**src/common/int_mem_pkg.sv**
```systemverilog
`default_nettype none

package int_mem_pkg;

   // word address into the RAM
   localparam int ADDR_W = 10;
   localparam int DATA_W = 32;
   localparam int STRB_W = DATA_W / 8;

   localparam int RAM_WORDS = 1 << ADDR_W;

   // boot program size and placement
   localparam int BOOT_ADDR_W = 6;
   localparam int BOOT_WORDS = 1 << BOOT_ADDR_W;
   localparam int BOOT_BASE = RAM_WORDS - BOOT_WORDS;

   // data bus request, 47 bits
   typedef struct packed {
      logic [ADDR_W-1:0] addr;
      logic              we;
      logic [DATA_W-1:0] wdata;
      logic [STRB_W-1:0] strb;
   } d_req_t;

   // instruction fetch request
   typedef struct packed {
      logic [ADDR_W-1:0] addr;
   } i_req_t;

   // response from either RAM port
   typedef struct packed {
      logic [DATA_W-1:0] rdata;
   } mem_resp_t;

   // boot program word k, a fixed integer hash of the index
   function automatic logic [DATA_W-1:0] boot_word(input logic [BOOT_ADDR_W-1:0] k);
      logic [DATA_W-1:0] x;
      x = DATA_W'(k) * 32'h9e37_79b9;
      x = x ^ (x >> 15);
      x = x * 32'h85eb_ca6b;
      x = x ^ (x >> 13);
      x = x ^ 32'h5a5a_c3c3;
      return x;
   endfunction

endpackage

`default_nettype wire
```
**src/int_mem/boot_loader.sv**
```systemverilog
`default_nettype none

module boot_loader (
   input  wire                                 clk,
   input  wire                                 rst,
   output logic [int_mem_pkg::BOOT_ADDR_W-1:0] o_rom_addr,
   input  wire  [int_mem_pkg::DATA_W-1:0]      i_rom_data,
   output logic                                o_req,
   output int_mem_pkg::d_req_t                 o_req_s,
   input  wire                                 i_ack,
   output logic                                o_load_done
);

   typedef enum logic [2:0] {
      S_FETCH,
      S_REQ,
      S_WAIT,
      S_REL,
      S_DONE
   } state_t;

   state_t state;

   // index of the word being copied
   logic [int_mem_pkg::BOOT_ADDR_W-1:0] word_cnt;
   logic                                last_word;

   // rom address follows the counter, data is back one cycle later
   assign o_rom_addr = word_cnt;
   assign last_word  = (word_cnt == int_mem_pkg::BOOT_ADDR_W'(int_mem_pkg::BOOT_WORDS - 1));

   always_ff @(posedge clk or posedge rst) begin
      if (rst) begin
         state       <= S_FETCH;
         word_cnt    <= '0;
         o_req       <= 1'b0;
         o_load_done <= 1'b0;
      end else begin
         case (state)
            // address is on the rom this cycle
            S_FETCH: begin
               state <= S_REQ;
            end
            // rom data valid, payload is captured below
            S_REQ: begin
               o_req <= 1'b1;
               state <= S_WAIT;
            end
            S_WAIT: begin
               if (i_ack) begin
                  o_req <= 1'b0;
                  state <= S_REL;
               end
            end
            // hold until the slave drops ack
            S_REL: begin
               if (!i_ack) begin
                  if (last_word) begin
                     o_load_done <= 1'b1;
                     state       <= S_DONE;
                  end else begin
                     word_cnt <= word_cnt + 1'b1;
                     state    <= S_FETCH;
                  end
               end
            end
            S_DONE: begin
               state <= S_DONE;
            end
            default: begin
               state <= S_DONE;
            end
         endcase
      end
   end

   // write payload, stable from req rise until after req falls
   always_ff @(posedge clk) begin
      if (state == S_REQ) begin
         o_req_s.addr  <= int_mem_pkg::ADDR_W'(int_mem_pkg::BOOT_BASE + word_cnt);
         o_req_s.we    <= 1'b1;
         o_req_s.wdata <= i_rom_data;
         o_req_s.strb  <= '1;
      end
   end

endmodule

`default_nettype wire

```
**config.mk**
```make
export PLATFORM = sky130hd
export DESIGN_NAME = boot_loader
export DESIGN_NICKNAME = d
export VERILOG_FILES = /design/src/common/int_mem_pkg.sv /design/src/int_mem/boot_loader.sv
export SDC_FILE = /design/constraint.sdc
export NUM_CORES = 1
export LEC_CHECK = 0
export ABC_AREA = 1
export BUFFER_PORTS_ARGS = -buffer_cell sky130_fd_sc_hd__buf_2
export CAP_MARGIN = 20
export CORE_ASPECT_RATIO = 1.4
export CORE_UTILIZATION = 48
export CTS_CLUSTER_DIAMETER = 60
export DETAILED_ROUTE_END_ITERATION = 10
export PLACE_DENSITY = 0.87
export SKIP_LAST_GASP = 1
export SLEW_MARGIN = 15
export SYNTH_ARGS = -nofsm -noshare
export SYNTH_HDL_FRONTEND = slang
export SYNTH_SLANG_ARGS = --single-unit
```
**constraint.sdc**
```tcl
create_clock -name clk -period 7.4 [get_ports clk]
set_input_delay 0.37 -clock clk [delete_from_list [all_inputs] [get_ports clk]]
set_output_delay 0.37 -clock clk [all_outputs]
set_load 0.02 [all_outputs]
```
==> results_dict.tcl <==
set metrics [dict create \
    track_usage_pct 18.0 \
    tightest_slew_ns 1.06 \
    synth_area_um2 1780 \
    rsz0062_at_grt "no" \
    yosys_warnings 0 \
    antenna_cells 0 \
    dr.pass1.iters 4 \
    cts_root_buf "clkbuf_8" \
    synth_flop_cell "edfxtp_1" \
    wirelength_mm 3.58 \
    synth-seq-area-share_pct 79.7 \
    grt_pass1_vias 1042 \
    clock_skew_ns 0.00454 \
    clk_latency_ns 0.30 \
    cts_tree "built" \
    dr_total_vias 1213 \
    numCtsBuffers 5 \
    antenna_left 0 \
    area.growth.synth_to_final_pct 28.6 \
    synth.avg_cell_area_um2 15.2 \
    irDropWorstVdd_mv 0.207 \
    area.sequential_um2 1420 \
    synth_top_area_share_pct 64.2 \
    die_area_um2 3950 \
    antenna_found_initial 0 \
    cts_resized 0 \
    setup_ws_ns 5.65 \
    placementRows 25 \
    fillers 241 \
    hold_violations 0 \
    holdBufCountCts 0 \
    synth_edf_count 38 \
    place_inst 236 \
    yosys-top-cells-area "edfxtp_1 64%, dfrtp_1 15%, nand2_1 5.5%" \
    multi_input_area_um2 304 \
    globalRouteOverflowTotal 0 \
    finalSetupViolations 0 \
    drive_gt1_share_pct 46.1 \
    maxSlewHeadroom_pct 29.4 \
    grt_pass1_wl_mm 4.92 \
    grt_start_max_net_pins 40 \
    hpwlAfterDp_mm 2.70 \
    synth_seq_cells 49 \
    cp-end-kind "register" \
    core_area_um2 3440 \
    place.gp.congestion 0.737 \
    status "complete, no violations" \
    synth_top_area_cell "edfxtp_1" \
    clock_path_buffers 2 \
    nets 239 \
    ioPinCount 90 \
    min_path_type "in2async" \
    pre_cts_ws_ns 5.69 \
    htreeDepth 2 \
    fmax_mhz 573 \
    detail_route.wl_per_cell_um 14.7 \
    netlist-cell-type-count 23 \
    startpoint_type "register" \
    cts.clk_slew.worst_paths_ns 0.09 \
    drv_cap 0 \
    dieWidth_um 53.4 \
    port_buffers 80 \
    cellPowerDensity_nw_per_um2 373 \
    synthArstFlopShare_pct 22.4 \
    initial_core_util_pct 51.6 \
    fin_util_pct 66.4 \
    required_ns 7.32 \
    syn_inst 117 \
    worstSetupPathType "reg2reg" \
    synth_top_cells_by_count "38 x edfxtp_1, 26 x nand2_1, 11 x dfrtp_1, 9 x buf_4, 6 x nand3_1" \
    die_y_um 74.0 \
    yosysMostFrequentCell "edfxtp_1" \
    drc 0 \
    p_leak_uw 0.00104 \
    postCtsSetupBuffers 0 \
    period_needed_ns 1.75 \
    critPathMaxFanout 39 \
    cts_sinks 49 \
    fin_cells 244 \
    fin_setup_tns_ns 0 \
    viasPerCell 4.97 \
    crit_arrival_ns 1.66 \
    fin_crit_sh_pct 23.6 \
    drv_slew 0 \
    first_iter_violations 31 \
]
cell families (layout without fill, tap and decap cells):
logic type               count (synthesis)  count (layout)  share of synthesized area (%)
XOR/XNOR                                 3               3                           1.48
buffers and inverters                   16              95                           5.28
AO/OA/AOI/OAI                            4               4                           1.34
flip-flops                              49              49                           79.7
adder cells (fa/ha/maj)                  1               1                          0.704
AND/OR/NAND/NOR                         43              43                           11.3
other                                    1               9                          0.211
per-stage QoR:
step / total power [uW] / instance area [um2] / hold WS [ns]
finish: 852 / 2280 / 0.0660
global route: 893 / 2280 / 0.0949
CTS: 858 / 2280 / 0.0766
detailed placement: 707 / 2200 / 0.400
global placement: 694 / 2200 / 0.374
floorplan: 612 / 1810 / 0.222
routing by layer:
layer  share of wire (%)  vias up  global-route usage, %
met5                   0        -                      0
met4                 1.7        0                   8.77
met3                  11        7                   3.48
met2                  50       84                   30.4
met1                  37      568                   21.6
li1                    -      554                      -
layout by cell type, fill, tap and decap left out:
| master | n |
|---|---|
| clkbuf_8 | 5 |
| nand3_2 | 1 |
| nand3_1 | 6 |
| o21ai_0 | 1 |
| nor3_1 | 1 |
| dfrtp_1 | 11 |
| ha_1 | 1 |
| nor2_4 | 2 |
| nand2_1 | 26 |
| a21oi_1 | 1 |
| clkinvlp_4 | 2 |
| o21bai_1 | 1 |
| inv_2 | 2 |
| edfxtp_1 | 38 |
| nor2_1 | 3 |
| clkbuf_1 | 1 |
| inv_1 | 5 |
| nor2_2 | 1 |
| conb_1 | 9 |
| xnor2_1 | 2 |
| and2_1 | 1 |
| xor2_1 | 1 |
| nand3b_1 | 1 |
| buf_2 | 80 |
| nand2_4 | 1 |
| o22ai_1 | 1 |
path summary, 6_finish.rpt:
path / startpoint / end / slack, ns / depth (start not counted)
worst max-delay path: state[2] / o_req_s[13] / 5.65 / 3
worst min-delay path: rst / state[0] / 0.07 / 2
worst max register to register: state[2] / o_req_s[13] / 5.65 / 3
worst min register to register: o_load_done / o_load_done / 0.50 / 1
max in group asynchronous: rst / o_rom_addr[3] / 7.02 / 2
min in group clk: i_rom_data[16] / o_req_s[20] / 0.24 / 1
layout make-up:
class	instances	share of cell area, %
Sequential cell	49	62.0
Tap cell	40	2.19
Inverter	7	1.15
Timing Repair Buffer	80	17.5
Clock buffer	6	3.18
Clock inverter	2	0.657
Multi-Input combinational cell	60	13.3
where the power goes:
part	internal, uW	total, uW	switching (uW)
clock network	66.6	151	84.8
logic	75.0	266	191
registers	397	435	38.0
total	538	852	314
worst max-delay path, stage by stage, from the launching register on:
cell and delay [ns]:
dfrtp_1 0.40, inv_2 0.08, nand2_1 0.08, nor2_4 0.80
flip-flops by register name (all words and copies together) (netlist names):
name / cells
o_rom_addr: 6
o_load_done: 1
state: 3
o_req_s: 38
o_req: 1
Note: power is estimated with default switching activity, not from simulation.
