==> src/common/int_mem_pkg.sv <==
`default_nettype none

package int_mem_pkg;

   // word address into the RAM
   localparam int ADDR_W = 10;
   localparam int DATA_W = 32;
   localparam int STRB_W = DATA_W / 8;

   localparam int RAM_WORDS = 1 << ADDR_W;

   // boot program size and placement
   localparam int BOOT_ADDR_W = 6;
   localparam int BOOT_WORDS = 1 << BOOT_ADDR_W;
   localparam int BOOT_BASE = RAM_WORDS - BOOT_WORDS;

   // data bus request, 47 bits
   typedef struct packed {
      logic [ADDR_W-1:0] addr;
      logic              we;
      logic [DATA_W-1:0] wdata;
      logic [STRB_W-1:0] strb;
   } d_req_t;

   // instruction fetch request
   typedef struct packed {
      logic [ADDR_W-1:0] addr;
   } i_req_t;

   // response from either RAM port
   typedef struct packed {
      logic [DATA_W-1:0] rdata;
   } mem_resp_t;

   // boot program word k, a fixed integer hash of the index
   function automatic logic [DATA_W-1:0] boot_word(input logic [BOOT_ADDR_W-1:0] k);
      logic [DATA_W-1:0] x;
      x = DATA_W'(k) * 32'h9e37_79b9;
      x = x ^ (x >> 15);
      x = x * 32'h85eb_ca6b;
      x = x ^ (x >> 13);
      x = x ^ 32'h5a5a_c3c3;
      return x;
   endfunction

endpackage

`default_nettype wire
==> src/int_mem/boot_rom.sv <==
`default_nettype none

module boot_rom (
   input  wire                                 clk,
   input  wire                                 rst,
   input  wire  [int_mem_pkg::BOOT_ADDR_W-1:0] i_addr,
   output logic [int_mem_pkg::DATA_W-1:0]      o_data
);

   // constant table of the boot program
   logic [int_mem_pkg::DATA_W-1:0] rom_tbl [int_mem_pkg::BOOT_WORDS];

   genvar k;
   generate
      for (k = 0; k < int_mem_pkg::BOOT_WORDS; k++) begin : g_word
         assign rom_tbl[k] = int_mem_pkg::boot_word(int_mem_pkg::BOOT_ADDR_W'(k));
      end
   endgenerate

   // registered read, one cycle of latency
   always_ff @(posedge clk or posedge rst) begin
      if (rst) begin
         o_data <= '0;
      end else begin
         o_data <= rom_tbl[i_addr];
      end
   end

endmodule

`default_nettype wire

==> config.mk <==
export PLATFORM = sky130hd
export DESIGN_NAME = boot_rom
export DESIGN_NICKNAME = d
export VERILOG_FILES = /design/src/common/int_mem_pkg.sv /design/src/int_mem/boot_rom.sv
export SDC_FILE = /design/constraint.sdc
export NUM_CORES = 1
export LEC_CHECK = 0
export ABC_AREA = 1
export BUFFER_PORTS_ARGS = -buffer_cell sky130_fd_sc_hd__buf_4
export CAP_MARGIN = 20
export CORE_ASPECT_RATIO = 0.7
export CORE_UTILIZATION = 60
export DETAILED_ROUTE_END_ITERATION = 6
export GPL_TIMING_DRIVEN = 0
export PLACE_DENSITY = 0.81
export SYNTH_ARGS = -nofsm -noshare
export SYNTH_HDL_FRONTEND = slang
export SYNTH_SLANG_ARGS = --single-unit
==> constraint.sdc <==
create_clock -name clk -period 1.5 [get_ports clk]
set_clock_uncertainty 0.2 [all_clocks]
set_input_delay 0.15 -clock clk [delete_from_list [all_inputs] [get_ports clk]]
set_output_delay 0.15 -clock clk [all_outputs]
set_load 0.005 [all_outputs]
==> results.toml, run 1 <==
[die]
die_x_um = 94.1
io-pin-count = 40
rows = 23
dieHeight_um = 66.5
initial_core_util_pct = 62.3

[synthesis]
synth_top_area_share_pct = 25.3
synth.top_cells.by_count = "240 x nand2_1, 119 x nand3_1, 41 x nor2_1"
yosys.cell_types.count = 29
ys_ff_latch = 32
synth_cells = 623
synth_ff_type = "dfrtp_1"
synth_most_common_cell = "nand2_1"
synth_enable_flop_cells = 0
yosys_warnings = 0
netlist_area_mm2 = 0.00357
yosysTopAreaCell = "nand2_1"
yosysSeqAreaShare_pct = 22.5
syn_nets = 646
async_flop_share_pct = 100
yosys-top-cells-area = "nand2_1 25%, dfrtp_1 22%, nand3_1 17%"
syn_area_per_cell_um2 = 5.72

[global_routing]
grt_overflow_total = 6
gr-usage-all-layers_pct = 80.9
grt_start_max_net_pins = 19

[run_status]
outcome = "stopped before the end"
stop_error = "[ERROR GRT-0232] Routing congestion too high. Check the congestion heatmap in the GUI."
lastStage = "global routing"

[clocking]
cts_buffer_depth = 2
cts-htree-levels = 2
cts-buffers-inserted = 5
root_buffer = "clkbuf_8"
cts_num_sinks = 32

[place]
numPortBuffers = 37
gp_congestion = 1.47
dp_hpwl_um = 12300
placedInstanceArea_mm2 = 0.00400
dp_cells = 736

[timing]
worst_path_end_type = "register data pin"
worst_endpoint = "o_data[31]$_DFF_PP0_/D"
-- metal layers --
metal	GRT overflow	track usage (%)
met3	1	72.9
met4	2	75.6
met2	3	90.2
met5	0	41.7
met1	0	83.4
-- cells by family after synthesis --
kind of cell | count (synthesis) | synth area share (%)
AOI/OAI and AO/OA | 82 | 13.3
DFF | 32 | 22.5
buffers and inverters | 76 | 9.61
adders and majority gates | 15 | 5.26
and+or+nand+nor | 418 | 49.4
-- repair_timing --
item,in CTS
gates resized for setup,44
setup endpoints to repair,32
hold buffers,1
buffers inserted,11
endpoints found under the hold margin,14
pin swaps,9
-- stage by stage --
| stage | TNS (ns) | setup slack (ns) | util, % |
|---|---|---|---|
| floorplan | -0.0173 | -0.0169 | - |
| global placement | -19.47 | -0.757 | 69.4 |
| detailed placement | -19.62 | -0.756 | 69.9 |
| CTS | -0.0451 | -0.0322 | 75.2 |
==> run 2, diff against run 1 <==
--- a/config.mk
+++ b/config.mk
@@ -8,11 +8,10 @@
 export ABC_AREA = 1
 export BUFFER_PORTS_ARGS = -buffer_cell sky130_fd_sc_hd__buf_4
 export CAP_MARGIN = 20
-export CORE_ASPECT_RATIO = 0.7
-export CORE_UTILIZATION = 60
+export CORE_UTILIZATION = 40
 export DETAILED_ROUTE_END_ITERATION = 6
 export GPL_TIMING_DRIVEN = 0
-export PLACE_DENSITY = 0.81
+export PLACE_DENSITY_LB_ADDON = 0.15
 export SYNTH_ARGS = -nofsm -noshare
 export SYNTH_HDL_FRONTEND = slang
 export SYNTH_SLANG_ARGS = --single-unit
==> run 2 against run 1 <==
  * The flow now finishes, with violations (design-rule violations, negative setup slack)
  * Synthesized cell count unchanged
  * Area after synthesis unchanged
==> results.toml, run 2 <==
[drt]
routedWlPerCell_um = 26.2
dr.pass1.iters = 7
drtIter0Drc = 1339
vias = 5477
totalWireLength_um = 21100
vias_per_cell = 6.79
final_antenna_net_count = 0
drc = 109

[clocking]
path_clk_slew_ns = 0.08
cts_buffer_depth = 2
cts-buffers-inserted = 5
cts_tree = "yes"
cts_num_sinks = 32
cts-htree-levels = 2
root_buffer = "clkbuf_8"

[timing]
final-max-slew-violation-count = 0
rsz0062_at_grt = "yes"
setup_viol = 27
finalCritPeriodShare_pct = 108
tightestPinTransition_ns = 0.896
fmaxAchievable_mhz = 616
min_period_ns = 1.62
maxSlewHeadroom_pct = 40.2
finalHoldViolations = 0
finalWorstSetupSlack_ns = -0.123

[run_status]
outcome = "complete, but fails checks"
violations = "design-rule violations, negative setup slack"

[setup_path]
worstPathMaxFanout = 6
endpoint_kind = "register"
cp.required_ns = 1.49
startpoint_type = "input port"
cp_data_arrival_time_ns = 1.61
critical_path_class = "in2reg"

[finish]
layout_commonest_cell = "nand2_1"
fin_cells = 807
regMostFlops = "o_data"
fin_area_mm2 = 0.00501
largest_reg_flops = 32
final_cell_mix = "205 x nand2_1, 94 x nand3_1, 58 x buf_4, 32 x dfrtp_1"
nNetsFinal = 721
drive_gt1_share_pct = 31.1
fillerInstances = 835
reg_top3 = "o_data x32"
area_growth_pct = 40.5

[synthesis]
yosysTopAreaCell = "nand2_1"
yosys_warnings = 0
synth_enable_flop_cells = 0
yosysSeqAreaShare_pct = 22.5
syn_area_per_cell_um2 = 5.72
synth_most_common_cell = "nand2_1"
yosys.cell_types.count = 29
ys_ff_latch = 32
async_flop_share_pct = 100
synth_top_area_share_pct = 25.3
yosys-top-cells-area = "nand2_1 25%, dfrtp_1 22%, nand3_1 17%"
netlist_area_mm2 = 0.00357
synth.top_cells.by_count = "240 x nand2_1, 119 x nand3_1, 41 x nor2_1"
synth_cells = 623
syn_nets = 646
synth_ff_type = "dfrtp_1"

[hold_path]
hold-path-cell-count = 6
min_path_type = "in2reg"

[power]
vdd_drop_max_mv = 0.266
switchingPower_mw = 1.53
clkPwrFrac_pct = 21.7
p_int_mw = 1.99
finalPower_mw = 3.52
seq_power_share_pct = 28.2
swShare_pct = 43.4
p_per_area_mw_per_mm2 = 703
combPwrFrac_pct = 50.1
p_leak_nw = 2.54

[place]
dp_cells = 769
numPortBuffers = 37
gp_congestion = 1.22
placedInstanceArea_mm2 = 0.00404
pre_cts_slack_ns = -0.913
dp_hpwl_um = 14100

[global_routing]
grt_pass1_wl_um = 30800
grt_pass1_vias = 5061
grt_overflow_total = 0
grt_start_max_net_pins = 22
gr-usage-all-layers_pct = 47.4
antenna_found_initial = 1

[die]
initial_core_util_pct = 41.1
io-pin-count = 40
die_x_um = 96.4
dieHeight_um = 96.4
dieArea_mm2 = 0.00930
core_area_mm2 = 0.00868
rows = 34

[job]
cap_violations = 0
[run 2: cell counts after synthesis]
No cell type changed its count.
[run 2: logic make-up (layout without fill, tap and decap cells)]
logic type	count (synthesis)	in the layout	share of synthesized area, %
simple gates	418	418	49.4
compound gates	82	82	13.3
buf+inv	76	151	9.61
flops	32	32	22.5
fa+ha+maj	15	15	5.26
other cells	0	1	0
[run 2: what timing repair did]
| item | CTS | global route |
|---|---|---|
| endpoints found under the hold margin | 11 | 0 |
| pin swaps | 19 | 43 |
| setup buffers | 18 | 11 |
| setup endpoints to repair | 32 | 32 |
| gates resized for setup | 79 | 95 |
| hold buffers | 1 | 0 |
[run 2: layout make-up]
| cell class | count | area [µm²] | area share (%) |
|---|---|---|---|
| multi-input combinational | 515 | 2970 | 59.3 |
| sequential | 32 | 801 | 16.0 |
| timing repair buffer | 68 | 609 | 12.2 |
| buffer | 37 | 218 | 4.35 |
| inverter | 39 | 179 | 3.57 |
| tap | 108 | 135 | 2.70 |
| clock buffer | 7 | 96.3 | 1.92 |
| antenna | 1 | 2.50 | 0.0500 |
[run 2: path summary, 6_finish.rpt]
kind                            from                    to  slack [ns]
max                        i_addr[1]   o_data[3]$_DFF_PP0_       -0.12
min                        i_addr[5]   o_data[1]$_DFF_PP0_        0.12
max in group asynchronous        rst   o_data[7]$_DFF_PP0_        0.33
min in group asynchronous        rst  o_data[27]$_DFF_PP0_        0.27
[run 2: through the flow]
step           util (%)  setup TNS, ns  hold slack (ns)
6_report           57.7          -1.60            0.116
3_5_place_dp       46.6         -23.87           0.0378
3_3_place_gp       46.3         -26.40            0.319
2_1_floorplan         -        -0.0173           0.0662
5_1_grt            57.7          -2.04            0.133
4_1_cts            52.7        -0.0955           0.0936
[run 2: critical path, stage by stage]
cell and delay, ns:
buf_12 0.09, clkinvlp_4 0.11, buf_4 0.16, ha_1 0.24, inv_2 0.15, nand2_2 0.18, nand2_1 0.17, nand2_1 0.07
nand2_1 0.07, nand2_2 0.11, nand2_2 0.07, nand2_1 0.06
[run 2: power by group through the flow]
stage,registers [mW],clock network [mW],logic [mW]
after floorplan,1.02,0,0.749
after global placement,1.01,0,1.34
after detailed placement,1.01,0,1.32
after CTS,0.993,0.772,1.48
after global routing,1.01,0.799,1.83
final,0.991,0.765,1.76
[run 2: layer usage]
| metal | wire [µm] | global-route usage (%) | vias to the layer above |
|---|---|---|---|
| met5 | 0 | 0 | - |
| met4 | 2110 | 30.3 | 0 |
| met3 | 3710 | 21.4 | 235 |
| met2 | 8210 | 67.6 | 653 |
| met1 | 7080 | 57.4 | 2377 |
| li1 | - | - | 2212 |
Power figures use the tool's default switching activity.
==> run 3, diff against run 2 <==
--- a/config.mk
+++ b/config.mk
@@ -12,6 +12,7 @@
 export DETAILED_ROUTE_END_ITERATION = 6
 export GPL_TIMING_DRIVEN = 0
 export PLACE_DENSITY_LB_ADDON = 0.15
+export REMOVE_ABC_BUFFERS = 1
 export SYNTH_ARGS = -nofsm -noshare
 export SYNTH_HDL_FRONTEND = slang
 export SYNTH_SLANG_ARGS = --single-unit
==> run 3 against run 2 <==
  * The flow finishes with violations (negative setup slack)
  * Sequential power is essentially flat
  * Core utilization shrank 4.4 points
  * Global-route usage shrank 10 points
  * Non-clock buffer count shrank 38
  * Critical path depth shrank 2
  * Cell area shrank 7.6%
  * Largest power group unchanged
==> results.toml, run 3 (same netlist as run 2, synthesis figures left out) <==
[run_status]
outcome = "complete, but fails checks"
violations = "negative setup slack"

[power]
p_per_area_mw_per_mm2 = 701
p_leak_nw = 2.36
vdd_drop_max_mv = 0.393

[clocking]
cts_tree = "yes"
cts-buffers-inserted = 5
root_buffer = "clkbuf_8"
path_clk_slew_ns = 0.07
cts-htree-levels = 2
cts_num_sinks = 32
cts_buffer_depth = 2

[finish]
reg_top3 = "o_data x32"
diodes = 0
nNetsFinal = 683
area_growth_pct = 29.8
fin_cells = 769
fillerInstances = 897
final_util_pct = 53.3
register_area_um2 = 801
layout_commonest_cell = "nand2_1"
largest_reg_flops = 32
final_cell_mix = "210 x nand2_1, 109 x nand3_1, 54 x buf_4, 33 x nor2_1, 32 x dfrtp_1"
regMostFlops = "o_data"
multi_input_area_mm2 = 0.00277
drive_gt1_share_pct = 24.1

[timing]
tightestPinTransition_ns = 0.739
final-max-slew-violation-count = 0
hold_slack_ns = 0.102
finalCritPeriodShare_pct = 102
finalHoldViolations = 0
maxSlewHeadroom_pct = 50.7
rsz0062_at_grt = "yes"
setup_viol = 12
fmaxAchievable_mhz = 653
fin_setup_tns_ns = -0.160
finalWorstSetupSlack_ns = -0.0313
min_period_ns = 1.53

[global_routing]
grt_overflow_total = 0
grt_pass1_vias = 4441
grt_start_max_net_pins = 64
grt_pass1_wl_um = 25200
antenna_found_initial = 0
gr-usage-all-layers_pct = 37.2

[die]
io-pin-count = 40
die_x_um = 96.4
dieHeight_um = 96.4
core_area_mm2 = 0.00868
initial_core_util_pct = 41.1
dieArea_mm2 = 0.00930
rows = 34

[drt]
drtIter0Drc = 842
vias_per_cell = 6.22
totalWireLength_um = 16400
final_antenna_net_count = 0
vias = 4780
drc = 0
routedWlPerCell_um = 21.3
dr.pass1.iters = 7

[setup_path]
endpoint_kind = "register"
cp.required_ns = 1.49
cp_data_arrival_time_ns = 1.52
worstPathMaxFanout = 5
startpoint_type = "input port"
critical_path_class = "in2reg"

[hold_path]
min_path_type = "in2reg"

[place]
gp_congestion = 1.04
numPortBuffers = 39
dp_hpwl_um = 11000
pre_cts_slack_ns = -1.05
dp_cells = 736

[job]
cap_violations = 0
-- run 3: changes by cell type in the layout (fill, tap and decap cells not counted), sizes merged --
cell / before / now
inv: 36 / 37
buf: 93 / 66
clkinv: 1 / 0
clkbuf: 18 / 8
diode: 1 / 0
-- run 3: final timing paths --
check                          start              endpoint  slack (ns)  cells past startpoint
min in group asynchronous        rst  o_data[25]$_DFF_PP0_        0.33                      3
setup / recovery           i_addr[0]  o_data[14]$_DFF_PP0_       -0.03                     10
hold / removal             i_addr[5]  o_data[30]$_DFF_PP0_        0.10                      3
max in group asynchronous        rst  o_data[13]$_DFF_PP0_        0.23                      4
-- run 3: cell type report --
cell class / instances / area share [%]
tap: 108 / 2.92
sequential: 32 / 17.3
timing repair buffer: 67 / 13.9
clock buffer: 8 / 1.95
inverter: 39 / 4.05
multi-input combinational: 515 / 59.9
-- run 3: repair_timing --
action,in CTS,in global routing
endpoints found under the hold margin,14,0
cloned,0,0
gates resized for setup,78,57
hold buffers,1,0
pin swaps,8,16
endpoints found under the setup margin,32,31
setup buffers,21,3
-- run 3: report_power, final --
group	internal, mW	switching [mW]
Clock	0.375	0.374
Sequential	0.965	0.0275
Combinational	0.556	0.949
-- run 3: per-layer routing --
| metal | part of all wire [%] | wire length, µm | vias up | track usage [%] |
|---|---|---|---|---|
| li1 | - | - | 2143 | - |
| met1 | 39 | 6460 | 2145 | 49.1 |
| met2 | 42 | 6890 | 403 | 55.9 |
| met3 | 13 | 2060 | 89 | 8.53 |
| met4 | 5.8 | 956 | 0 | 20.5 |
| met5 | 0 | 0 | - | 0 |
-- run 3: critical path: stages --
cell	delay, ns
buf_12	0.10
clkinvlp_4	0.21
ha_4	0.42
nand2_8	0.11
nand2_8	0.11
nor2_1	0.07
o21ai_1	0.13
nand2_1	0.09
nand2_1	0.06
nand2_1	0.06
-- run 3: metrics by stage --
stage / total power, mW / cell area [µm²]
after floorplan: 1.67 / 3370
after global placement: 2.22 / 3800
after detailed placement: 2.22 / 3870
after CTS: 3.15 / 4420
after global routing: 3.44 / 4630
final: 3.25 / 4630
==> run 4, diff against run 3 <==
==> constraint.sdc (replaced) <==
create_clock -name clk -period 1.7 [get_ports clk]
set_clock_uncertainty 0.2 [all_clocks]
set_input_delay 0.17 -clock clk [delete_from_list [all_inputs] [get_ports clk]]
set_output_delay 0.17 -clock clk [all_outputs]
set_load 0.005 [all_outputs]
==> run 4 against run 3 <==
  * The run now ends clean
  * Non-clock buffer count fell by 11
  * Core utilization decreased by 3.7 points
  * Clock-buffer cell count unchanged
  * Critical endpoint is now o_data[12]$_DFF_PP0_
  * Largest cell class unchanged
==> results.toml, run 4 (same netlist as run 2, synthesis figures left out) <==
[run_status]
outcome = "finished clean"

[place]
pre_cts_slack_ns = -0.868
gp_congestion = 1.04
placedInstanceArea_mm2 = 0.00387
dp_hpwl_um = 11000
numPortBuffers = 39

[drt]
dr.pass1.iters = 6
routedWlPerCell_um = 21.2
totalWireLength_um = 16000
drtIter0Drc = 672
vias_per_cell = 6.16
vias = 4671
final_antenna_net_count = 0
drc = 0

[power]
vdd_drop_max_mv = 0.314
p_leak_nw = 2.25
p_per_area_mw_per_mm2 = 639

[setup_path]
cp.required_ns = 1.71
endpoint_kind = "register"
cp_data_arrival_time_ns = 1.67
critical_path_class = "in2reg"
startpoint_type = "input port"
worstPathMaxFanout = 11

[finish]
fin_area_mm2 = 0.00431
fillerInstances = 947
register_area_um2 = 801
largest_reg_flops = 32
final_cell_mix = "224 x nand2_1, 116 x nand3_1, 46 x buf_4, 37 x nor2_1, 32 x dfrtp_1"
regMostFlops = "o_data"
diodes = 0
layout_commonest_cell = "nand2_1"
final_util_pct = 49.6
reg_top3 = "o_data x32"
area_growth_pct = 20.7
nNetsFinal = 672
drive_gt1_share_pct = 17.4
multi_input_area_mm2 = 0.00257

[hold_path]
min_path_type = "in2reg"

[global_routing]
antenna_found_initial = 0
grt_pass1_wl_um = 24600
grt_pass1_vias = 4294
grt_start_max_net_pins = 64
gr-usage-all-layers_pct = 36.3
grt_overflow_total = 0

[timing]
finalWorstSetupSlack_ns = 0.0347
setup_viol = 0
maxSlewHeadroom_pct = 50.7
finalCritPeriodShare_pct = 98.0
min_period_ns = 1.67
finalHoldViolations = 0
final-max-slew-violation-count = 0
tightestPinTransition_ns = 0.738
fmaxAchievable_mhz = 600

[clocking]
cts_num_sinks = 32
cts_tree = "yes"
path_clk_slew_ns = 0.07
cts_buffer_depth = 2
cts-htree-levels = 2
root_buffer = "clkbuf_8"
cts-buffers-inserted = 5

[die]
core_area_mm2 = 0.00868
initial_core_util_pct = 41.1
rows = 34
die_x_um = 96.4
io-pin-count = 40
dieHeight_um = 96.4
dieArea_mm2 = 0.00930

[job]
cap_violations = 0
run 4: changes by cell type in the layout (fill, tap and decap cells not counted), sizes merged:
cell / change
buf: -11
inv: -1
clkinv: +1
run 4: routing by layer:
layer,vias to the layer above,global-route usage (%),part of all wire [%]
met5,-,0,0
met3,83,8.45,13
li1,2110,-,-
met4,0,19.4,5.7
met1,2090,49.0,40
met2,388,53.1,42
run 4: final timing paths:
kind	slack, ns	from	cells after the start	endpoint
min in group asynchronous	0.36	rst	3	o_data[25]$_DFF_PP0_
worst max-delay path	0.03	i_addr[0]	9	o_data[12]$_DFF_PP0_
max in group asynchronous	0.41	rst	4	o_data[13]$_DFF_PP0_
worst min-delay path	0.12	i_addr[5]	3	o_data[30]$_DFF_PP0_
run 4: per-stage QoR:
step | cells | power, mW | hold WS [ns] | setup TNS (ns)
floorplan | 586 | 1.47 | 0.0796 | 0
global placement | 733 | 1.96 | 0.365 | -31.81
detailed placement | 736 | 1.96 | 0.138 | -22.30
CTS | 755 | 2.70 | 0.110 | -0.00368
global route | 758 | 2.92 | 0.143 | -0.0479
finish | 758 | 2.75 | 0.123 | 0
run 4: what timing repair did:
item | 4_1_cts | 5_1_grt
setup buffers | 10 | 3
resized for setup | 35 | 35
pin swaps | 1 | 5
setup endpoints to repair | 32 | 31
hold endpoints to repair | 14 | 0
hold buffers | 1 | 0
run 4: area by class of cell:
class / count / share of cell area, %
Sequential cell: 32 / 18.6
Tap cell: 108 / 3.14
Timing Repair Buffer: 56 / 12.4
Inverter: 39 / 4.01
Clock buffer: 8 / 2.09
Multi-Input combinational cell: 515 / 59.8
run 4: critical path, stage by stage:
cell and delay (ns):
buf_8 0.14, clkinvlp_4 0.22, ha_4 0.39, inv_2 0.08
nand2_4 0.13, nand3_2 0.16, nand3_1 0.13, nand2_1 0.06
a21oi_1 0.18
run 4: power by group:
part,switching (mW),internal [mW]
clock network,0.324,0.331
registers,0.0241,0.851
logic,0.785,0.435
