$ cat src/common/int_mem_pkg.sv
`default_nettype none

package int_mem_pkg;

   // word address into the RAM
   localparam int ADDR_W = 10;
   localparam int DATA_W = 32;
   localparam int STRB_W = DATA_W / 8;

   localparam int RAM_WORDS = 1 << ADDR_W;

   // boot program size and placement
   localparam int BOOT_ADDR_W = 6;
   localparam int BOOT_WORDS = 1 << BOOT_ADDR_W;
   localparam int BOOT_BASE = RAM_WORDS - BOOT_WORDS;

   // data bus request, 47 bits
   typedef struct packed {
      logic [ADDR_W-1:0] addr;
      logic              we;
      logic [DATA_W-1:0] wdata;
      logic [STRB_W-1:0] strb;
   } d_req_t;

   // instruction fetch request
   typedef struct packed {
      logic [ADDR_W-1:0] addr;
   } i_req_t;

   // response from either RAM port
   typedef struct packed {
      logic [DATA_W-1:0] rdata;
   } mem_resp_t;

   // boot program word k, a fixed integer hash of the index
   function automatic logic [DATA_W-1:0] boot_word(input logic [BOOT_ADDR_W-1:0] k);
      logic [DATA_W-1:0] x;
      x = DATA_W'(k) * 32'h9e37_79b9;
      x = x ^ (x >> 15);
      x = x * 32'h85eb_ca6b;
      x = x ^ (x >> 13);
      x = x ^ 32'h5a5a_c3c3;
      return x;
   endfunction

endpackage

`default_nettype wire
$ cat src/verilog/bus_arbiter.sv
`default_nettype none

module bus_arbiter (
   input  wire                      clk,
   input  wire                      rst,

   // master 0, the boot loader, wins ties
   input  wire                      i_m0_req,
   input  wire int_mem_pkg::d_req_t i_m0_req_s,
   output logic                     o_m0_ack,
   output int_mem_pkg::mem_resp_t   o_m0_resp,

   // master 1, the core data bus
   input  wire                      i_m1_req,
   input  wire int_mem_pkg::d_req_t i_m1_req_s,
   output logic                     o_m1_ack,
   output int_mem_pkg::mem_resp_t   o_m1_resp,

   // single slave
   output logic                     o_s_req,
   output int_mem_pkg::d_req_t      o_s_req_s,
   output logic                     o_s_core_sel,
   input  wire                      i_s_ack,
   input  wire int_mem_pkg::mem_resp_t i_s_resp
);

   typedef enum logic [1:0] {
      GNT_NONE,
      GNT_M0,
      GNT_M1
   } grant_t;

   grant_t grant;

   // slave has acked within the current grant
   logic ack_seen;

   always_ff @(posedge clk or posedge rst) begin
      if (rst) begin
         grant    <= GNT_NONE;
         ack_seen <= 1'b0;
      end else if (grant == GNT_NONE) begin
         ack_seen <= 1'b0;
         if (i_m0_req) begin
            grant <= GNT_M0;
         end else if (i_m1_req) begin
            grant <= GNT_M1;
         end
      end else if (i_s_ack) begin
         ack_seen <= 1'b1;
      end else if (ack_seen) begin
         // falling ack closes the transaction
         grant    <= GNT_NONE;
         ack_seen <= 1'b0;
      end
   end

   // request path, live only while a grant is held
   always_comb begin
      case (grant)
         GNT_M0: o_s_req = i_m0_req;
         GNT_M1: o_s_req = i_m1_req;
         default: o_s_req = 1'b0;
      endcase
   end

   assign o_s_req_s    = (grant == GNT_M1) ? i_m1_req_s : i_m0_req_s;
   assign o_s_core_sel = (grant == GNT_M1);

   // ack and response only reach the granted master
   assign o_m0_ack  = (grant == GNT_M0) && i_s_ack;
   assign o_m1_ack  = (grant == GNT_M1) && i_s_ack;
   assign o_m0_resp = (grant == GNT_M0) ? i_s_resp : '0;
   assign o_m1_resp = (grant == GNT_M1) ? i_s_resp : '0;

endmodule

`default_nettype wire

$ cat config.mk
export PLATFORM = sky130hd
export DESIGN_NAME = bus_arbiter
export DESIGN_NICKNAME = d
export VERILOG_FILES = /design/src/common/int_mem_pkg.sv /design/src/verilog/bus_arbiter.sv
export SDC_FILE = /design/constraint.sdc
export NUM_CORES = 1
export LEC_CHECK = 0
export ABC_AREA = 1
export BUFFER_PORTS_ARGS = -buffer_cell sky130_fd_sc_hd__buf_2
export CAP_MARGIN = 0
export CORE_AREA = 2 2 94 96
export DETAILED_ROUTE_END_ITERATION = 10
export DIE_AREA = 0 0 96 98
export PLACE_DENSITY = 0.62
export REMOVE_ABC_BUFFERS = 1
export SYNTH_ARGS = -nofsm -noshare
export SYNTH_HDL_FRONTEND = slang
export SYNTH_SLANG_ARGS = --single-unit
$ cat constraint.sdc
create_clock -name clk -period 2.3 [get_ports clk]
set_input_delay 0.69 -clock clk [delete_from_list [all_inputs] [get_ports clk]]
set_output_delay 0.69 -clock clk [all_outputs]
set_load 0.1 [all_outputs]
==> results.yml, run 1 <==
detailed_routing:
  top_layer: "met4"
  drc: 0
  drt-met1-wl_microns: 2450
  firstDrtPassIters: 4
  drtIter0Drc: 17
  vias_per_cell: 3.97
  met2_length_microns: 4600
  wl_per_cell_microns: 13.9
  met3_length_microns: 985
  antenna_left: 0
  vias: 2308
  routed_wl_microns: 8110
layout:
  drive_above_1_share: 0.715
  n_antenna_cell: 0
  finish.utilization: 0.552
  finish.cell_count_without_fillers: 582
  fin_area_sq_um: 4670
  layout.nets: 610
  fillers: 751
  multiInputGateArea_sq_um: 1050
  syn_to_final_growth_pct: 226
  seq_area_sq_um: 75.1
die:
  start_util: 0.169
  fp.dieW_microns: 96
  floorplan.die_area_sq_um: 9410
  core_region_area_sq_um: 8470
  chipHeight_microns: 98
  num_rows: 34
  num_io_pins: 246
global_route:
  grt_pass1_vias: 2545
  grt_antenna_before_repair: 0
  overflow: 0
  grt_pass1_wl_microns: 12000
  grt_max_degree: 34
  grt_usage: 0.163
critical_path:
  required_ns: 1.61
  slowest_stage: "dfrtp_1"
  start_kind: "flop"
  critPathMaxStageDelay_ns: 0.38
  worstSetupPathType: "flop to output port"
  critPathArrivalTime_ns: 1.66
  endpoint_kind: "output port"
  cp_max_fo: 20
  path_cells: "inv_2 > ha_4 > buf_16 > mux2_2 > buf_6"
power_and_ir_drop:
  cellPowerDensity_nw_per_um2: 1540
  power.switching_fraction: 0.630
  switchingPower_w: 0.00453
  p_total_w: 0.00720
  p_leak_nw: 2.68
  vdd_drop_max_mv: 0.948
  clkPwrFrac: 0.021
  pwr-share-comb: 0.966
  p_int_w: 0.00266
  seqPwrFrac: 0.012
clock_tree:
  postCtsSetupBuffers: 0
  cts_buffers: 3
  clk_path_buf_depth: 2
  cts_tree: "yes"
  clock-root-buffer: "clkbuf_8"
  ctsHoldBuffers: 0
  cts_sinks: 3
  h-tree-depth: 1
  clkTransAtPathRegs_ns: 0.03
  clkLatencyLatePin_ns: 0.22
placement:
  globalplace.congestion: 0.798
  placed_area_sq_um: 4300
  hpwl_microns: 6830
  portBuffers: 245
  dp_cells: 573
timing:
  rsz0062_at_grt: "true"
  finalCritPeriodShare: 1.02
  hold_viol_final: 0
  layout_setup_ws_ns: -0.0472
  finClkSkew_ns: 0.000686
  period_needed_ns: 2.35
  worst_slew_pin_slew_ns: 0.211
  slew_headroom: 0.860
  slew_viol_final: 0
  hold_slack_ns: 0.343
  finalSetupViolations: 24
  fmax_mhz: 426
synthesis:
  syn_inst: 219
  yosys_warnings: 0
  ys_ff_latch: 3
  synth_area_leaders: "mux2_4 31%, nand2_1 20%, inv_1 19%, mux2_2 13%, dfrtp_1 5.2%"
  synth_cell_types: 12
  synthesis.area_sq_um: 1430
  synth_top_area_share: 0.314
  synth_top_area_cell: "mux2_4"
  yosysSeqAreaShare: 0.0524
  avgSynthCellArea_sq_um: 6.55
run_status:
  violations: "setup timing"
  run_status: "complete, but fails checks"
job:
  maxCapViolations: 0
min_path:
  worstHoldPathType: "primary input to asynchronous set/reset pin"
cells by family (layout without fill, tap and decap cells):
kind of cell             Yosys count  count (layout)  share of synthesized area
AO/OA/AOI/OAI                      1               1                    0.00524
AND/OR/NAND/NOR                   80              80                      0.212
buffers and inverters             84             339                      0.248
flip-flops                         3               3                     0.0524
adder cells (fa/ha/maj)            4               4                     0.0349
multiplexers                      47              47                      0.448
placed cells by master, fill, tap and decap left out, types with 3 or more instances in the layout:
master	Yosys	layout
buf_12	0	100
buf_2	8	130
buf_4	0	5
buf_6	4	19
buf_8	0	6
clkbuf_8	0	3
dfrtp_1	3	3
ha_4	0	3
inv_1	71	51
inv_2	0	19
mux2_2	17	17
mux2_4	30	30
nand2_1	77	76
what timing repair did:
item,in CTS,in global routing
resized for setup,46,37
endpoints found under the setup margin,103,114
gates cloned,3,2
pin swaps,1,2
cell usage after synthesis:
cell type and instances:
dfrtp_1 3, buf_2 8, nand3b_1 1, mux2_2 17, mux2_4 30, buf_6 4
nand2_1 77, ha_1 4, a21boi_0 1, inv_1 71, nor2_1 2, clkbuf_1 1
power groups by stage:
| stage | clock (W) | combinational (W) | sequential, W |
|---|---|---|---|
| final | 0.000155 | 0.00695 | 0.0000890 |
| after global routing | 0.000169 | 0.00717 | 0.0000935 |
| after CTS | 0.000161 | 0.00679 | 0.0000899 |
| after detailed placement | 0 | 0.00650 | 0.0000856 |
| after global placement | 0 | 0.00644 | 0.0000843 |
| after floorplan | 0 | 0.00424 | 0.0000871 |
worst paths after layout:
path,start,endpoint,slack (ns),cells past startpoint
worst max register to register,grant[1],grant[0],1.04,8
min in group clk,ack_seen,grant[1],0.61,5
max in group asynchronous,rst,grant[1],1.82,2
worst max-delay path,grant[0],o_s_req_s[9],-0.05,5
worst min register to register,ack_seen,grant[1],0.61,5
worst min-delay path,rst,grant[0],0.34,2
worst max-delay path, delay by kind of cell, from the launching register on:
family | cells | cell delay (ns)
adder cells (fa/ha/maj) | 1 | 0.21
flip-flops | 1 | 0.38
multiplexers | 1 | 0.36
buffers and inverters | 3 | 0.48
cell type report:
class                      instances  area share
sequential                         3      0.0161
timing repair buffer             264       0.664
clock buffer                       4     0.00964
inverter                          71      0.0576
tap                              108      0.0289
multi-input combinational        132       0.224
metal layers:
layer  vias to the layer above  GRT usage
met5                         -          0
met4                         0     0.0308
met3                         7     0.0548
met2                       153      0.331
met1                      1012      0.151
li1                       1136          -
metrics by stage:
step           worst slack, ns  setup TNS (ns)
5_1_grt                 -0.117           -3.07
3_5_place_dp            0.0349               0
2_1_floorplan            -1.96         -105.46
4_1_cts                -0.0989           -1.31
6_report               -0.0472          -0.584
3_3_place_gp            0.0645               0
flip-flops by register name, summed over array words and instances, names as in the netlist:
register	count
grant	2
ack_seen	1
No activity file was read; power rests on OpenSTA's default activity.
==> inputs of run 2 (changes only) <==
- REMOVE_ABC_BUFFERS: 1 -> default
==> results.yml, run 2 (same netlist as run 1, synthesis figures left out) <==
placement:
  portBuffers: 245
  pre_cts_ws_ns: 0.104
  dp_cells: 565
  hpwl_microns: 7620
  globalplace.congestion: 0.786
global_route:
  grt_pass1_wl_microns: 13300
  grt_pass1_vias: 2494
  grt_antenna_before_repair: 1
  overflow: 0
  grt_max_degree: 34
  grt_usage: 0.187
critical_path:
  endpoint_kind: "output port"
  required_ns: 1.61
  path_cells: "inv_2 > ha_4 > buf_6 > buf_12 > buf_16 > mux2_4 > buf_12"
  critPathArrivalTime_ns: 1.71
  reg2reg_to: "grant[1]"
  r2r_cells: 8
  critical_path.reg2reg.startpoint: "grant[1]"
  ff2ff_setup_slack_ns: 1.05
  start_kind: "flop"
  critPathMaxStageDelay_ns: 0.37
  cp_max_fo: 8
  crit_top_cell: "buf_12"
  slowest_stage: "dfrtp_1"
  worstSetupPathType: "flop to output port"
run_status:
  violations: "setup timing"
  run_status: "complete, but fails checks"
power_and_ir_drop:
  p_total_w: 0.00781
  seqPwrFrac: 0.011
  pwr-share-comb: 0.969
  vdd_drop_max_mv: 0.905
  power.switching_fraction: 0.617
  p_int_w: 0.00299
  cellPowerDensity_nw_per_um2: 1510
  p_leak_nw: 2.67
  clkPwrFrac: 0.020
  switchingPower_w: 0.00482
timing:
  worst_slew_pin_slew_ns: 0.208
  period_needed_ns: 2.40
  fmax_mhz: 417
  finalCritPeriodShare: 1.04
  finClkSkew_ns: 0.00329
  rsz0062_at_grt: "true"
  layout_setup_ws_ns: -0.0966
  slew_headroom: 0.862
  finalSetupViolations: 35
  slew_viol_final: 0
  hold_slack_ns: 0.325
  tns_ns: -2.45
  hold_viol_final: 0
detailed_routing:
  top_layer: "met4"
  drt-met1-wl_microns: 3410
  drtIter0Drc: 22
  antenna_left: 0
  firstDrtPassIters: 4
  routed_wl_microns: 9850
  drc: 0
  met2_length_microns: 5340
  met3_length_microns: 894
  wl_per_cell_microns: 16.8
  vias_per_cell: 4.08
  vias: 2395
synthesis:
  synthesis.nets: 354
layout:
  layout_common_cells: "130 x buf_2, 115 x buf_12, 47 x nand2_1"
  layout.nets: 614
  mostFrequentLayoutCell: "buf_2"
  drive_above_1_share: 0.810
  top_register: "grant"
  syn_to_final_growth_pct: 260
  largest_reg_flops: 2
  fillers: 681
  reg_top3: "grant (2), ack_seen (1)"
  finish.cell_count_without_fillers: 587
clock_tree:
  ctsHoldBuffers: 0
  cts_sinks: 3
  cts_buffers: 3
  cts_tree: "yes"
  h-tree-depth: 1
  clock-root-buffer: "clkbuf_8"
  clkLatencyLatePin_ns: 0.22
  clkTransAtPathRegs_ns: 0.03
  clk_path_buf_depth: 2
die:
  core_region_area_sq_um: 8470
  chipHeight_microns: 98
  floorplan.die_area_sq_um: 9410
  start_util: 0.169
  num_io_pins: 246
  fp.dieW_microns: 96
  num_rows: 34
min_path:
  worstHoldPathType: "primary input to asynchronous set/reset pin"
job:
  maxCapViolations: 0
[run 2: cell types whose count changed in the layout (fill, tap and decap cells not counted), moves of 4 or more]
cell / previous run / this run
clkinvlp_4: 0 / 30
nand2_4: 0 / 12
buf_12: 100 / 115
buf_6: 19 / 7
inv_2: 19 / 5
nand2_1: 76 / 47
inv_1: 51 / 36
buf_8: 6 / 2
nand2_2: 1 / 18
mux2_4: 30 / 42
mux2_2: 17 / 5
[run 2: worst max-delay path, delay by kind of cell (launching register included)]
family                     cells  cell delay, ns
buffers and inverters          5            0.63
adders and majority gates      1            0.15
muxes                          1            0.33
DFF                            1            0.37
[run 2: routing by layer]
metal	GRT usage	up-vias
met4	0.0527	0
li1	-	1146
met5	0	-
met2	0.349	139
met3	0.0424	14
met1	0.205	1096
[run 2: worst max path at each step]
stage              from             to  slack [ns]  cells past startpoint
6_report       grant[0]  o_s_req_s[20]        -0.1                      7
5_1_grt        grant[0]  o_s_req_s[42]       -0.15                      7
4_1_cts        grant[0]  o_s_req_s[20]       -0.10                      7
3_5_place_dp   grant[0]  o_s_req_s[43]        0.10                      5
3_3_place_gp   grant[0]  o_s_req_s[42]        0.13                      5
2_1_floorplan  grant[0]  o_s_req_s[10]       -0.05                      4
[run 2: repair_timing]
action                                 in CTS  in global routing
setup endpoints to repair                  65                107
pin swaps                                   1                  1
buffers inserted                            9                  1
cloned                                      3                  4
gates resized for setup                    33                 51
endpoints found under the hold margin       0                  0
[run 2: final cells by class]
type | count | area (sq um) | share of cell area
Timing Repair Buffer | 268 | 3300 | 0.638
Antenna cell | 1 | 2.50 | 0.000484
Sequential cell | 3 | 75.1 | 0.0145
Inverter | 71 | 379 | 0.0733
Multi-Input combinational cell | 132 | 1230 | 0.238
Clock buffer | 4 | 45.0 | 0.00871
Tap cell | 108 | 135 | 0.0261
[run 2: power groups by stage]
stage / clock network, W / registers [W] / logic [W]
3_3_place_gp: 0 / 0.0000943 / 0.00676
4_1_cts: 0.000160 / 0.0000889 / 0.00721
2_1_floorplan: 0 / 0.0000911 / 0.00445
6_report: 0.000156 / 0.0000886 / 0.00756
3_5_place_dp: 0 / 0.0000949 / 0.00680
5_1_grt: 0.000162 / 0.0000902 / 0.00777
[run 2: metrics by stage]
stage                util  instance area [sq um]
detailed placement  0.539                   4560
global placement    0.539                   4560
floorplan               -                   1580
CTS                 0.580                   4910
finish              0.611                   5170
global route        0.611                   5170
==> inputs of run 3 (changes only) <==
- ABC_AREA: 1 -> default
- CORE_AREA: 2 2 94 96 -> 2 2 95 97
- DIE_AREA: 0 0 96 98 -> 0 0 97 99
- PLACE_DENSITY: 0.62 -> 0.6
==> results.yml, run 3 <==
detailed_routing:
  drc: 0
  wl_per_cell_microns: 17.4
  routed_wl_microns: 8810
  firstDrtPassIters: 4
  vias_per_cell: 4.18
  drtIter0Drc: 19
  vias: 2114
  antenna_left: 0
critical_path:
  reg2reg_to: "grant[1]"
  endpoint_kind: "output port"
  cp_max_fo: 7
  worstSetupPathType: "flop to output port"
  critPathArrivalTime_ns: 1.64
  ff2ff_setup_slack_ns: 1.03
  required_ns: 1.61
  critical_path.reg2reg.startpoint: "grant[0]"
  start_kind: "flop"
  r2r_cells: 6
synthesis:
  synth_compound_area_frac: 0.0217
  synth_edf_count: 0
  synth_cell_types: 15
  synth_mux_area_frac: 0.491
  avgSynthCellArea_sq_um: 9.28
  synth_common_cells: "66 x and2_1, 30 x mux2_4, 17 x mux2_2"
  yosysSeqAreaShare: 0.0566
  synth_ff_type: "dfrtp_1"
  synthesis.nets: 278
  synth_top_area_share: 0.339
  async_flop_share: 1.00
  yosys_warnings: 0
  synth_xor_area_frac: 0
  synth_most_common_cell: "and2_1"
  synthSimpleGateAreaFrac: 0.330
  synth_area_leaders: "mux2_4 34%, and2_1 31%, mux2_2 14%, dfrtp_1 5.7%, ha_1 3.8%"
  ys_ff_latch: 3
  synthesis.area_sq_um: 1330
  synth_top_family_by_area: "multiplexers"
  synth_top_area_cell: "mux2_4"
  syn_inst: 143
  synthAdderAreaFrac: 0.0377
die:
  chipHeight_microns: 99
  start_util: 0.155
  num_rows: 34
  floorplan.die_area_sq_um: 9600
  num_io_pins: 246
  core_region_area_sq_um: 8550
  fp.dieW_microns: 97
placement:
  portBuffers: 245
  dp_cells: 491
  hpwl_microns: 7160
  pre_cts_ws_ns: 0.0996
  globalplace.congestion: 0.812
timing:
  finClkSkew_ns: 0.00500
  tns_ns: -0.534
  period_needed_ns: 2.33
  rsz0062_at_grt: "true"
  slew_viol_final: 0
  layout_setup_ws_ns: -0.0286
  finalCritPeriodShare: 1.01
  finalSetupViolations: 30
  fmax_mhz: 429
  worst_slew_pin_slew_ns: 0.275
  hold_viol_final: 0
  slew_headroom: 0.817
clock_tree:
  clkTransAtPathRegs_ns: 0.03
  cts_tree: "yes"
  cts_buffers: 3
  clk_path_buf_depth: 2
  ctsHoldBuffers: 0
  cts_sinks: 3
  clkLatencyLatePin_ns: 0.23
  h-tree-depth: 1
  clock-root-buffer: "clkbuf_8"
global_route:
  grt_pass1_vias: 2363
  overflow: 0
  grt_pass1_wl_microns: 13200
  grt_max_degree: 34
  grt_antenna_before_repair: 1
  grt_usage: 0.174
layout:
  top_register: "grant"
  fillers: 722
  mostFrequentLayoutCell: "buf_2"
  n_antenna_cell: 0
  reg_top3: "grant (2), ack_seen (1)"
  drive_above_1_share: 0.952
  layout.nets: 534
  finish.cell_count_without_fillers: 506
  layout_common_cells: "130 x buf_2, 119 x buf_12, 60 x and2_2"
  largest_reg_flops: 2
  syn_to_final_growth_pct: 265
power_and_ir_drop:
  p_total_w: 0.00738
  cellPowerDensity_nw_per_um2: 1520
  vdd_drop_max_mv: 1.00
  p_leak_nw: 2.36
job:
  maxCapViolations: 0
min_path:
  worstHoldPathType: "primary input to asynchronous set/reset pin"
run_status:
  violations: "setup timing"
  run_status: "complete, but fails checks"
-- run 3: cells by family (layout without fill, tap and decap cells) --
family | count (synthesis) | count (layout)
and+or+nand+nor | 70 | 70
muxes | 48 | 48
buffers and inverters | 14 | 269
adders and majority gates | 4 | 4
AOI/OAI and AO/OA | 4 | 4
DFF | 3 | 3
-- run 3: routing by layer --
metal / track usage / part of all wire / wire, microns / vias up
met2: 0.330 / 0.53 / 4690 / 155
met4: 0.0325 / 0.010 / 91 / 0
met5: 0 / 0 / 0 / -
met3: 0.0674 / 0.11 / 997 / 6
met1: 0.185 / 0.34 / 3030 / 970
li1: - / - / - / 983
-- run 3: stage by stage --
step	hold WS, ns	cell area, sq um	util
after floorplan	0.444	1450	-
after global placement	0.535	4540	0.530
after detailed placement	0.561	4540	0.530
after CTS	0.316	4790	0.560
after global routing	0.328	4840	0.566
final	0.316	4840	0.566
-- run 3: layout make-up --
type / count / area (sq um) / share of cell area
Inverter: 3 / 11.3 / 0.00233
Sequential cell: 3 / 75.1 / 0.0155
Clock buffer: 4 / 45.0 / 0.00930
Multi-Input combinational cell: 126 / 1350 / 0.278
Timing Repair Buffer: 262 / 3230 / 0.667
Tap cell: 108 / 135 / 0.0279
-- run 3: worst max path at each step --
| stage | endpoint | startpoint | depth (start not counted) |
|---|---|---|---|
| 3_5_place_dp | o_s_req_s[46] | grant[0] | 5 |
| 4_1_cts | o_s_req_s[13] | grant[0] | 6 |
| 3_3_place_gp | o_s_req_s[46] | grant[0] | 5 |
| 5_1_grt | o_s_req_s[29] | grant[0] | 5 |
| 6_report | o_s_req_s[25] | grant[0] | 5 |
| 2_1_floorplan | o_s_req_s[10] | grant[0] | 4 |
-- run 3: timing repair --
action                     in CTS  in global routing
pin swaps                       1                  0
gates cloned                    3                  1
setup endpoints to repair      47                107
buffers inserted                7                  0
resized for setup              20                  7
-- run 3: worst max-delay path, cell delays in order (launching register included) --
cell and delay, ns:
dfrtp_1 0.37, inv_2 0.08, ha_4 0.18, bufbuf_16 0.29
mux2_4 0.32, buf_12 0.17
-- run 3: report_power, final --
group | internal (W) | total, W | switching (W)
Sequential | 0.0000751 | 0.0000906 | 0.0000155
Clock | 0.000119 | 0.000165 | 0.0000461
Combinational | 0.00270 | 0.00712 | 0.00443
Total | 0.00289 | 0.00738 | 0.00449
